`config.mk`:
```
export PLATFORM = sky130hd
export DESIGN_NAME = loadUnit
export DESIGN_NICKNAME = d
export VERILOG_FILES = /design/src/verilog/loadUnitPkg.sv /design/src/verilog/decodeIf.sv /design/src/verilog/loadDecode.sv /design/src/verilog/ackTimer.sv /design/src/verilog/loadSequencer.sv /design/src/verilog/loadAlign.sv /design/src/verilog/loadUnit.sv
export SDC_FILE = /design/constraint.sdc
export NUM_CORES = 1
export LEC_CHECK = 0
export ABC_AREA = 1
export BUFFER_PORTS_ARGS = -buffer_cell sky130_fd_sc_hd__buf_4
export CORE_ASPECT_RATIO = 0.7
export CORE_MARGIN = 4
export CORE_UTILIZATION = 54
export DETAILED_ROUTE_END_ITERATION = 16
export PLACE_DENSITY = 0.89
export SLEW_MARGIN = 10
export SYNTH_ARGS = -nofsm -noshare
export SYNTH_HDL_FRONTEND = slang
export SYNTH_SLANG_ARGS = --single-unit
```
`constraint.sdc`:
```
create_clock -name clk -period 3.1 [get_ports clk]
set_clock_uncertainty 0.2 [all_clocks]
set_input_delay 0.62 -clock clk [delete_from_list [all_inputs] [get_ports clk]]
set_output_delay 0.62 -clock clk [all_outputs]
set_load 0.01 [all_outputs]
```
`src/verilog/loadUnitPkg.sv`:
```
/*
 * Load unit package
 * Shared widths, load opcodes, access size codes, the sequencer
 * state encoding and the acknowledge time limit
 */

package loadUnitPkg;

	// ========================================================================
	// Word widths
	// ========================================================================

	// A micro-op carries its opcode in bits 6:0 and Rs1 in bits 12:8
	typedef logic [31:0] microOp_t;
	typedef logic [6:0]  opcode_t;
	typedef logic [4:0]  regSel_t;

	// Byte address into memory and the full data word read back
	typedef logic [31:0] addr_t;
	typedef logic [63:0] word_t;

	// Access size code, which also selects the lane width
	typedef logic [1:0]  accessSize_t;

	localparam accessSize_t SIZE_BYTE  = 2'd0;
	localparam accessSize_t SIZE_WYDE  = 2'd1;
	localparam accessSize_t SIZE_TETRA = 2'd2;
	localparam accessSize_t SIZE_OCTA  = 2'd3;

	// ========================================================================
	// Load opcodes
	// ========================================================================

	// Sign-extending loads
	localparam opcode_t OP_LDB  = 7'd16;
	localparam opcode_t OP_LDW  = 7'd17;
	localparam opcode_t OP_LDT  = 7'd18;
	localparam opcode_t OP_LDO  = 7'd19;

	// Zero-extending loads
	localparam opcode_t OP_LDBZ = 7'd20;
	localparam opcode_t OP_LDWZ = 7'd21;
	localparam opcode_t OP_LDTZ = 7'd22;

	// Tetra load whose extension is picked by bit 2 of Rs1
	localparam opcode_t OP_LDIP = 7'd23;

	// Wait cycles allowed after the request before giving up
	typedef logic [4:0] waitCount_t;
	localparam waitCount_t ACK_LIMIT = 5'd16;

	typedef enum logic [1:0] {
		SEQ_IDLE,
		SEQ_REQUEST,
		SEQ_WAIT,
		SEQ_DONE
	} seqState_t;

endpackage

```
`src/verilog/decodeIf.sv`:
```
/*
 * Decoded load attributes
 * Carries the decoder's verdict to the sequencer and the aligner
 */

`timescale 1ns/10ps

interface decodeIf;
	import loadUnitPkg::*;

	// Load classification, isLoad and notLoad are always complements
	logic        isLoad;
	logic        notLoad;
	// Extension and access size for the aligner
	logic        zeroExt;
	accessSize_t size;

	modport decoder (
		output isLoad, notLoad, zeroExt, size
	);

	// Sequencer uses the classification, aligner the size and extension
	modport consumer (
		input isLoad, notLoad, zeroExt, size
	);

endinterface

```
`src/verilog/loadDecode.sv`:
```
/*
 * Load decoder
 * Classifies a micro-op as a load and works out its access size
 * and whether the loaded value is zero-extended
 */

`timescale 1ns/10ps

module loadDecode (
	input loadUnitPkg::microOp_t instr,
	decodeIf.decoder dec
);
	import loadUnitPkg::*;

	opcode_t opcode;
	regSel_t rs1;

	// Field extraction
	assign opcode = instr[6:0];
	assign rs1 = instr[12:8];

	always_comb
	begin
		// Anything not listed below is not a load
		dec.isLoad = 1'b0;
		dec.zeroExt = 1'b0;
		dec.size = SIZE_OCTA;
		case (opcode)
		OP_LDB, OP_LDBZ:
			begin
				dec.isLoad = 1'b1;
				dec.size = SIZE_BYTE;
				dec.zeroExt = (opcode == OP_LDBZ);
			end
		OP_LDW, OP_LDWZ:
			begin
				dec.isLoad = 1'b1;
				dec.size = SIZE_WYDE;
				dec.zeroExt = (opcode == OP_LDWZ);
			end
		OP_LDT, OP_LDTZ:
			begin
				dec.isLoad = 1'b1;
				dec.size = SIZE_TETRA;
				dec.zeroExt = (opcode == OP_LDTZ);
			end
		OP_LDO:
			begin
				// Full word, extension makes no difference
				dec.isLoad = 1'b1;
				dec.size = SIZE_OCTA;
			end
		OP_LDIP:
			begin
				// Extension mode rides in Rs1 bit 2, set means zero-extend
				dec.isLoad = 1'b1;
				dec.size = SIZE_TETRA;
				dec.zeroExt = rs1[2];
			end
		default:
			dec.isLoad = 1'b0;
		endcase
	end

	assign dec.notLoad = ~dec.isLoad;

endmodule

```
`src/verilog/ackTimer.sv`:
```
/*
 * Acknowledge timer
 * Counts wait cycles since the memory request and flags a timeout
 * once the acknowledge limit is reached
 */

`timescale 1ns/10ps

module ackTimer (
	input  logic clk,
	input  logic reset,
	input  logic clear,
	input  logic count,
	output logic expired
);
	import loadUnitPkg::*;

	waitCount_t waitCount;
	logic reached;
	logic lastWait;

	// Counter has hit the limit and sits there
	assign reached = (waitCount == ACK_LIMIT);

	// The wait cycle in progress is the last one allowed
	assign lastWait = count && (waitCount == ACK_LIMIT - 1'b1);

	// Saturating count of completed wait cycles
	always_ff @(posedge clk)
	begin
		if (reset || clear)
			waitCount <= '0;
		else if (count && !reached)
			waitCount <= waitCount + 1'b1;
	end

	// Timeout shows in the limit cycle itself and stays up after it
	assign expired = reached || lastWait;

endmodule

```
`src/verilog/loadSequencer.sv`:
```
/*
 * Load sequencer
 * Accepts a start, issues one memory request for a load, waits for
 * the acknowledge or a timeout and finishes with a done pulse
 */

`timescale 1ns/10ps

module loadSequencer (
	input  logic clk,
	input  logic reset,
	input  logic start,
	input  logic memAck,
	input  logic expired,
	decodeIf.consumer dec,
	output logic memReq,
	output logic busy,
	output logic done,
	output logic timeout,
	output logic illegal,
	output logic capture,
	output logic timerClear,
	output logic timerCount,
	output logic clearResult
);
	import loadUnitPkg::*;

	seqState_t state;
	seqState_t nextState;
	logic      illegalFlag;
	logic      timeoutFlag;
	logic      goIllegal;
	logic      goTimeout;

	// ========================================================================
	// Transition conditions
	// ========================================================================

	// Non-load accepted from idle goes straight to done
	assign goIllegal = (state == SEQ_IDLE) && start && dec.notLoad;

	// Acknowledge wins over a timeout landing in the same cycle
	assign goTimeout = (state == SEQ_WAIT) && !memAck && expired;

	always_comb
	begin
		nextState = state;
		case (state)
		SEQ_IDLE:
			begin
				if (start && dec.isLoad)
					nextState = SEQ_REQUEST;
				else if (goIllegal)
					nextState = SEQ_DONE;
			end
		SEQ_REQUEST:
			nextState = SEQ_WAIT;
		SEQ_WAIT:
			begin
				if (memAck || expired)
					nextState = SEQ_DONE;
			end
		SEQ_DONE:
			nextState = SEQ_IDLE;
		default:
			nextState = SEQ_IDLE;
		endcase
	end

	always_ff @(posedge clk)
	begin
		if (reset)
			state <= SEQ_IDLE;
		else
			state <= nextState;
	end

	// ========================================================================
	// Status flags
	// ========================================================================

	// Set on the way into done, dropped when done is left
	always_ff @(posedge clk)
	begin
		if (reset)
		begin
			illegalFlag <= 1'b0;
			timeoutFlag <= 1'b0;
		end
		else if (state == SEQ_DONE)
		begin
			illegalFlag <= 1'b0;
			timeoutFlag <= 1'b0;
		end
		else
		begin
			if (goIllegal)
				illegalFlag <= 1'b1;
			if (goTimeout)
				timeoutFlag <= 1'b1;
		end
	end

	// Request and timer control
	assign memReq = (state == SEQ_REQUEST);
	assign timerClear = (state == SEQ_REQUEST);
	assign timerCount = (state == SEQ_WAIT);

	// Memory word is taken in the acknowledge cycle
	assign capture = (state == SEQ_WAIT) && memAck;

	// A failed access leaves a zero result
	assign clearResult = goIllegal || goTimeout;

	// Completion outputs
	assign busy = (state != SEQ_IDLE);
	assign done = (state == SEQ_DONE);
	assign illegal = illegalFlag;
	assign timeout = timeoutFlag;

endmodule

```
`src/verilog/loadAlign.sv`:
```
/*
 * Load aligner
 * Holds the access address and attributes, then picks the addressed
 * lane out of the returned word and extends it to the result
 */

`timescale 1ns/10ps

module loadAlign (
	input  logic clk,
	input  logic reset,
	input  logic start,
	input  logic busy,
	input  loadUnitPkg::addr_t addr,
	input  loadUnitPkg::word_t memData,
	input  logic capture,
	input  logic clearResult,
	decodeIf.consumer dec,
	output loadUnitPkg::addr_t memAddr,
	output loadUnitPkg::word_t result
);
	import loadUnitPkg::*;

	addr_t       addrReg;
	accessSize_t sizeReg;
	logic        zeroExtReg;
	logic [5:0]  shiftAmt;
	word_t       lane;
	word_t       extended;

	// Access attributes are taken when the sequencer accepts the start
	always_ff @(posedge clk)
	begin
		if (start && !busy)
		begin
			addrReg <= addr;
			sizeReg <= dec.size;
			zeroExtReg <= dec.zeroExt;
		end
	end

	// Address stays put for the whole access
	assign memAddr = addrReg;

	// ========================================================================
	// Lane selection and extension
	// ========================================================================

	// Bit offset of the lane, address bits below the size are ignored
	always_comb
	begin
		case (sizeReg)
		SIZE_BYTE:
			shiftAmt = {addrReg[2:0], 3'b000};
		SIZE_WYDE:
			shiftAmt = {addrReg[2:1], 4'b0000};
		SIZE_TETRA:
			shiftAmt = {addrReg[2], 5'b00000};
		default:
			shiftAmt = 6'd0;
		endcase
	end

	// Bring the wanted lane down to bit 0
	assign lane = memData >> shiftAmt;

	always_comb
	begin
		case (sizeReg)
		SIZE_BYTE:
			extended = zeroExtReg ? {56'd0, lane[7:0]} : {{56{lane[7]}}, lane[7:0]};
		SIZE_WYDE:
			extended = zeroExtReg ? {48'd0, lane[15:0]} : {{48{lane[15]}}, lane[15:0]};
		SIZE_TETRA:
			extended = zeroExtReg ? {32'd0, lane[31:0]} : {{32{lane[31]}}, lane[31:0]};
		default:
			extended = lane;
		endcase
	end

	// Result is loaded in the acknowledge cycle and zeroed on a failed access
	always_ff @(posedge clk)
	begin
		if (reset || clearResult)
			result <= '0;
		else if (capture)
			result <= extended;
	end

endmodule

```
`src/verilog/loadUnit.sv`:
```
/*
 * Load unit
 * Memory stage load path that decodes a micro-op, reads one word
 * from memory and returns the aligned, extended value
 */

`timescale 1ns/10ps

module loadUnit (
	input  logic clk,
	input  logic reset,
	// Request from the issue side
	input  logic start,
	input  loadUnitPkg::microOp_t instr,
	input  loadUnitPkg::addr_t addr,
	output logic busy,
	// Memory read port
	input  logic memAck,
	input  loadUnitPkg::word_t memData,
	output logic memReq,
	output loadUnitPkg::addr_t memAddr,
	// Completion
	output logic done,
	output loadUnitPkg::word_t result,
	output logic timeout,
	output logic illegal
);

	logic capture;
	logic clearResult;
	logic timerClear;
	logic timerCount;
	logic expired;

	// Decoded attributes of the micro-op on the instr port
	decodeIf decode_i ();

	loadDecode loadDecode_i (
		.instr (instr),
		.dec   (decode_i.decoder)
	);

	// ========================================================================
	// Control
	// ========================================================================

	loadSequencer loadSequencer_i (
		.clk         (clk),
		.reset       (reset),
		.start       (start),
		.memAck      (memAck),
		.expired     (expired),
		.dec         (decode_i.consumer),
		.memReq      (memReq),
		.busy        (busy),
		.done        (done),
		.timeout     (timeout),
		.illegal     (illegal),
		.capture     (capture),
		.timerClear  (timerClear),
		.timerCount  (timerCount),
		.clearResult (clearResult)
	);

	// Watches for an acknowledge that never arrives
	ackTimer ackTimer_i (
		.clk     (clk),
		.reset   (reset),
		.clear   (timerClear),
		.count   (timerCount),
		.expired (expired)
	);

	// ========================================================================
	// Data path
	// ========================================================================

	loadAlign loadAlign_i (
		.clk         (clk),
		.reset       (reset),
		.start       (start),
		.busy        (busy),
		.addr        (addr),
		.memData     (memData),
		.capture     (capture),
		.clearResult (clearResult),
		.dec         (decode_i.consumer),
		.memAddr     (memAddr),
		.result      (result)
	);

endmodule

```
==> impl_metrics.toml, run 1 <==
[status]
status = "finished, final reports clean"

[yosys]
seq_area_frac_synth_pct = 41.0
yosys_warnings = 0
synth_nets = 1046
netlist.area_leader.share_pct = 23.8
ys_top_cells_by_area = "dfxtp_1 24%, edfxtp_1 17%, nand2_1 14%"
synth.distinct_cells = 34
async_flop_share_pct = 0
synth_edf_count = 35
syn_area_um2 = 6130
yosys-top-cells-count = "235 x nand2_1, 150 x nor2_1, 95 x inv_1, 95 x nand3_1, 74 x o21ai_0"
synth_top_cell_by_area = "dfxtp_1"
avgSynthCellArea_um2 = 6.76
synth_most_common_cell = "nand2_1"
synthFlopType = "dfxtp_1"
ys_ff_latch = 108
syn_inst = 906

[flow_run]
cap_viol_max_count = 0

[floorplanning]
pin_count = 233
fp.coreArea_um2 = 11100
num_rows = 32
die_h_um = 97.1
die_w_um = 135
initial_utilization_pct = 55.5
design.die.area_um2 = 13100

[place]
io_buffers = 208
dp_hpwl_um = 14900
dpl.cell_count = 1232
place_congestion = 0.970
pre_cts_ws_ns = 0.350

[power]
power_per_cell_area_nw_per_um2 = 641
ir_drop_mv = 0.561
power.leakage_nw = 4.25

[sta]
tns_ns = 0
worst_hold_slack_ns = 0.235
worst_pin_slew_ns = 0.975
post-route-period-util_pct = 93.5
rsz0062_at_grt = "false"
finalSetupViolCount = 0
worst_slack_ns = 0.202
drv_slew = 0
fmax_mhz = 345
min_period_ns = 2.90
finalHoldViolCount = 0
slew_headroom_pct = 34.9

[clock_network]
path_clk_slew_ns = 0.07
cts.path.max_buffers = 2
h-tree-depth = 3
cts_setup_buffers = 0
numCtsBuffers = 9
cts_resized = 0
clock_sinks = 108
holdBufCountCts = 0
cts_tree = "yes"
root_buffer = "clkbuf_16"
insertion_delay_ns = 0.36

[setup_path]
setup.worst_path.end_class = "register"
crit_fanout = 20
arrival_ns = 2.98
crit_type = "reg2reg"
required_ns = 3.18
start_kind = "register"

[routing]
wl_per_cell_um = 15.9
routed_via_density = 5.47
wl_um = 19900
vias = 6830
drc = 0
ant_nets = 0
drt_pre_antenna_iters = 6
drtIter0Drc = 839

[final_layout]
syn_to_final_growth_pct = 32.8
final-instance-count-excl-fill = 1248
utilization_pct = 73.7
diodes = 0
fillCellCount = 914
nets = 1230
drive_gt1_share_pct = 23.3

[global_routing]
grt_pass1_vias = 6296
grt_max_degree = 42
grt_usage_pct = 29.8
grt_pass1_wl_um = 31600
grt_overflow = 0
antenna_found_initial = 0

[min_path]
min_path_type = "in2reg"
==> critical path, cell delays in order, from the launching register on <==
cell,delay (ns)
edfxtp_1,0.55
nor2_4,0.19
nand2_2,0.24
nand2_1,0.18
nand3_1,0.09
nand3_1,0.10
nand4_1,0.60
buf_12,0.41
nand2_1,0.06
nor2_1,0.04
nor2_1,0.15
==> layer usage <==
metal  up-vias  global-route usage, %  part of all wire (%)
met4         0                   8.75                   2.7
met1      3091                   40.9                    41
met2       392                   45.9                    46
met5         -                      0                     0
li1       3286                      -                     -
met3        61                   8.28                    10
==> registers in the layout, indices dropped and copies added, names as in the netlist <==
name / count
loadSequencer_i.timeout: 1
loadAlign_i.result: 64
loadAlign_i.memAddr: 32
loadSequencer_i.state: 2
ackTimer_i.waitCount: 5
loadSequencer_i.illegal: 1
loadAlign_i.zeroExtReg: 1
loadAlign_i.sizeReg: 2
==> layout by cell type, fill, tap and decap left out, drive strengths merged <==
cell	n
nor3	4
o211ai	27
nor3b	1
o221ai	1
clkinv	1
clkbuf	10
o21a	1
o21bai	1
ha	8
bufinv	4
edfxtp	35
a21oi	11
o211a	1
inv	99
dfxtp	73
buf	226
a211oi	2
nand3	100
o21ai	85
nor2	151
nand2	238
or2	6
nand4	8
nand3b	2
==> final timing paths <==
path	startpoint	end	slack [ns]	cells past startpoint
worst max-delay path	loadAlign_i.sizeReg[1]	loadAlign_i.result[51]	0.20	10
worst min-delay path	addr[9]	loadAlign_i.memAddr[9]	0.24	1
worst max register to register	loadAlign_i.sizeReg[1]	loadAlign_i.result[51]	0.20	10
worst min register to register	loadSequencer_i.timeout	loadSequencer_i.timeout	0.28	2
==> through the flow <==
stage               cell area [um2]  total power, W
CTS                            8140         0.00521
floorplan                      6130         0.00299
global route                   8140         0.00551
finish                         8140         0.00521
global placement               7780         0.00376
detailed placement             7780         0.00382
==> power by group <==
part           internal (W)  switching, W
Combinational      0.000771       0.00109
Clock              0.000873      0.000523
Sequential          0.00180      0.000157
Total               0.00344       0.00177
==> final cells by class <==
class	instances	area, um2	area share (%)
sequential	108	2510	30.9
multi-input combinational	647	2980	36.6
inverter	98	368	4.52
timing repair buffer	226	1720	21.2
clock buffer	10	229	2.81
clock inverter	6	134	1.64
tap	153	191	2.35
==> kinds of logic (layout without fill, tap and decap cells) <==
family	after synthesis	count (layout)	synth area share (%)
AOI/OAI and AO/OA	129	129	11.9
DFF	108	108	41.0
adders and majority gates	8	8	1.63
and+or+nand+nor	510	510	35.1
buffers and inverters	151	340	10.3
Note: power is estimated with default switching activity, not from simulation.
==> run 2: changes to the inputs <==
--- a/config.mk
+++ b/config.mk
@@ -5,11 +5,10 @@
 export SDC_FILE = /design/constraint.sdc
 export NUM_CORES = 1
 export LEC_CHECK = 0
-export ABC_AREA = 1
-export BUFFER_PORTS_ARGS = -buffer_cell sky130_fd_sc_hd__buf_4
+export BUFFER_PORTS_ARGS = -buffer_cell sky130_fd_sc_hd__buf_2
 export CORE_ASPECT_RATIO = 0.7
 export CORE_MARGIN = 4
-export CORE_UTILIZATION = 54
+export CORE_UTILIZATION = 53
 export DETAILED_ROUTE_END_ITERATION = 16
 export PLACE_DENSITY = 0.89
 export SLEW_MARGIN = 10
==> impl_metrics.toml, run 2 <==
[status]
status = "finished, final reports clean"

[clock_network]
h-tree-depth = 3
cts_setup_buffers = 0
holdBufCountCts = 0
insertion_delay_ns = 0.35
cts.path.max_buffers = 2
cts_tree = "yes"
cts_resized = 0
root_buffer = "clkbuf_16"
path_clk_slew_ns = 0.08
numCtsBuffers = 9
clock_sinks = 108

[final_layout]
nets = 922
fin_area_um2 = 7070
fillCellCount = 826
final_cell_mix = "208 x buf_2, 73 x dfxtp_1, 66 x a21oi_1"
diodes = 0
utilization_pct = 67.8
largest_reg_flops = 64
layout_commonest_cell = "buf_2"
syn_to_final_growth_pct = 23.9
drive_gt1_share_pct = 37.1
regMostFlops = "loadAlign_i.result"

[global_routing]
grt_pass1_vias = 5375
met2_usage_pct = 46.8
grt-busiest-layer = "met2"
grt_overflow = 0
grtUsageMet3_pct = 8.57
grt_max_degree = 49
grt_usage_pct = 27.9
grtUsageMet1_pct = 35.1
antenna_found_initial = 0
grt_pass1_wl_um = 27700

[power]
power.leakage_nw = 3.03
power_per_cell_area_nw_per_um2 = 667
power_w = 0.00472
ir_drop_mv = 0.472

[sta]
post-route-period-util_pct = 86.5
drv_slew = 0
fmax_mhz = 373
rsz0062_at_grt = "false"
finalSetupViolCount = 0
finalHoldViolCount = 0
min_period_ns = 2.68
worst_hold_slack_ns = 0.236
worst_pin_slew_ns = 0.495
slew_headroom_pct = 67.0
tns_ns = 0

[routing]
routed_via_density = 6.03
wl_um = 18000
drc = 0
wl_per_cell_um = 19.6
ant_nets = 0
drtIter0Drc = 765
drt_pre_antenna_iters = 6
vias = 5544

[setup_path]
crit_fanout = 46
crit_slowest_cell = "or3b_1"
cp_cell_sequence = "buf_4 > or3b_1 > buf_4 > nor2_1 > a221oi_2 > o31ai_4 > nor3_4 > buf_12 > a211oi_1"
required_ns = 3.15
crit_path_max_incr_delay_ns = 0.41
start_kind = "register"
cp_num_buf_inv = 3
arrival_ns = 2.73
crit_family = "compound AO/OA/AOI/OAI gates"
setup.worst_path.end_class = "register"
worst_path_most_repeated_cell = "buf_4"
crit_type = "reg2reg"

[yosys]
async_flop_share_pct = 0
synth_top_cell_by_area = "dfxtp_1"
ys_top_cells_by_area = "dfxtp_1 26%, edfxtp_1 18%, a21oi_1 5.8%"
synth_nets = 742
syn_area_um2 = 5710
yosys-top-cells-count = "73 x dfxtp_1, 66 x a21oi_1, 63 x o21ai_0, 57 x nand2_1, 35 x edfxtp_1"
yosys_warnings = 0
synthFlopType = "dfxtp_1"
synth_most_common_cell = "dfxtp_1"
synth_edf_count = 35
syn_inst = 602
seq_area_frac_synth_pct = 44.0
netlist.area_leader.share_pct = 25.6
ys_ff_latch = 108
avgSynthCellArea_um2 = 9.49
synth.distinct_cells = 68

[floorplanning]
design.die.area_um2 = 12500
pin_count = 233
die_h_um = 94.8
num_rows = 31
initial_utilization_pct = 54.7
fp.coreArea_um2 = 10400
die_w_um = 132

[place]
io_buffers = 208
dp_hpwl_um = 13300
place_congestion = 0.940
dpl_cell_area_um2 = 6750

[min_path]
min_path_type = "in2reg"

[flow_run]
cap_viol_max_count = 0
[run 2: changes by cell type after synthesis, moves of 9 or more]
| cell | before | now |
|---|---|---|
| a211oi_1 | 2 | 31 |
| a211oi_2 | 0 | 11 |
| a21oi_1 | 11 | 66 |
| and2_1 | 0 | 26 |
| and2_2 | 0 | 9 |
| inv_1 | 95 | 7 |
| mux2i_1 | 0 | 18 |
| nand2_1 | 235 | 57 |
| nand3_1 | 95 | 17 |
| nor2_1 | 150 | 17 |
| o211ai_1 | 27 | 9 |
| o21ai_0 | 74 | 63 |
| o21ai_1 | 11 | 1 |
[run 2: layout make-up]
| class | count | area [um2] | share of cell area, % |
|---|---|---|---|
| Clock buffer | 9 | 225 | 3.18 |
| Clock inverter | 7 | 100 | 1.41 |
| Inverter | 7 | 26.3 | 0.371 |
| Multi-Input combinational cell | 428 | 2830 | 40.0 |
| Sequential cell | 108 | 2510 | 35.5 |
| Tap cell | 132 | 165 | 2.33 |
| Timing Repair Buffer | 228 | 1220 | 17.2 |
[run 2: worst paths after layout]
check	startpoint	to	slack [ns]	cells after the start
setup / recovery	loadAlign_i.sizeReg[1]	loadAlign_i.result[60]	0.42	9
hold / removal	addr[14]	loadAlign_i.memAddr[14]	0.24	1
setup reg to reg	loadAlign_i.sizeReg[1]	loadAlign_i.result[60]	0.42	9
hold reg to reg	loadAlign_i.result[7]	loadAlign_i.result[7]	0.27	2
[run 2: per-layer routing]
metal	vias up	routed length [um]	share of wire, %
li1	2564	-	-
met2	336	8710	48
met3	44	2080	12
met1	2600	6850	38
met4	0	341	1.9
met5	-	0	0
[run 2: cells by family after synthesis]
logic type	Yosys count	synth area share [%]
compound gates	220	25.1
simple gates	167	15.1
flops	108	44.0
buf+inv	66	6.73
mux	30	6.84
fa+ha+maj	8	1.75
xor+xnor	3	0.460
[run 2: power breakdown]
group / switching (W) / internal (W)
clock: 0.000548 / 0.000714
combinational: 0.000947 / 0.000602
sequential: 0.000134 / 0.00177
[run 2: metrics by stage]
stage               std cells  setup slack, ns
global route              919            0.311
floorplan                 602            0.244
detailed placement        903            0.487
CTS                       919            0.472
global placement          903            0.522
finish                    919            0.419
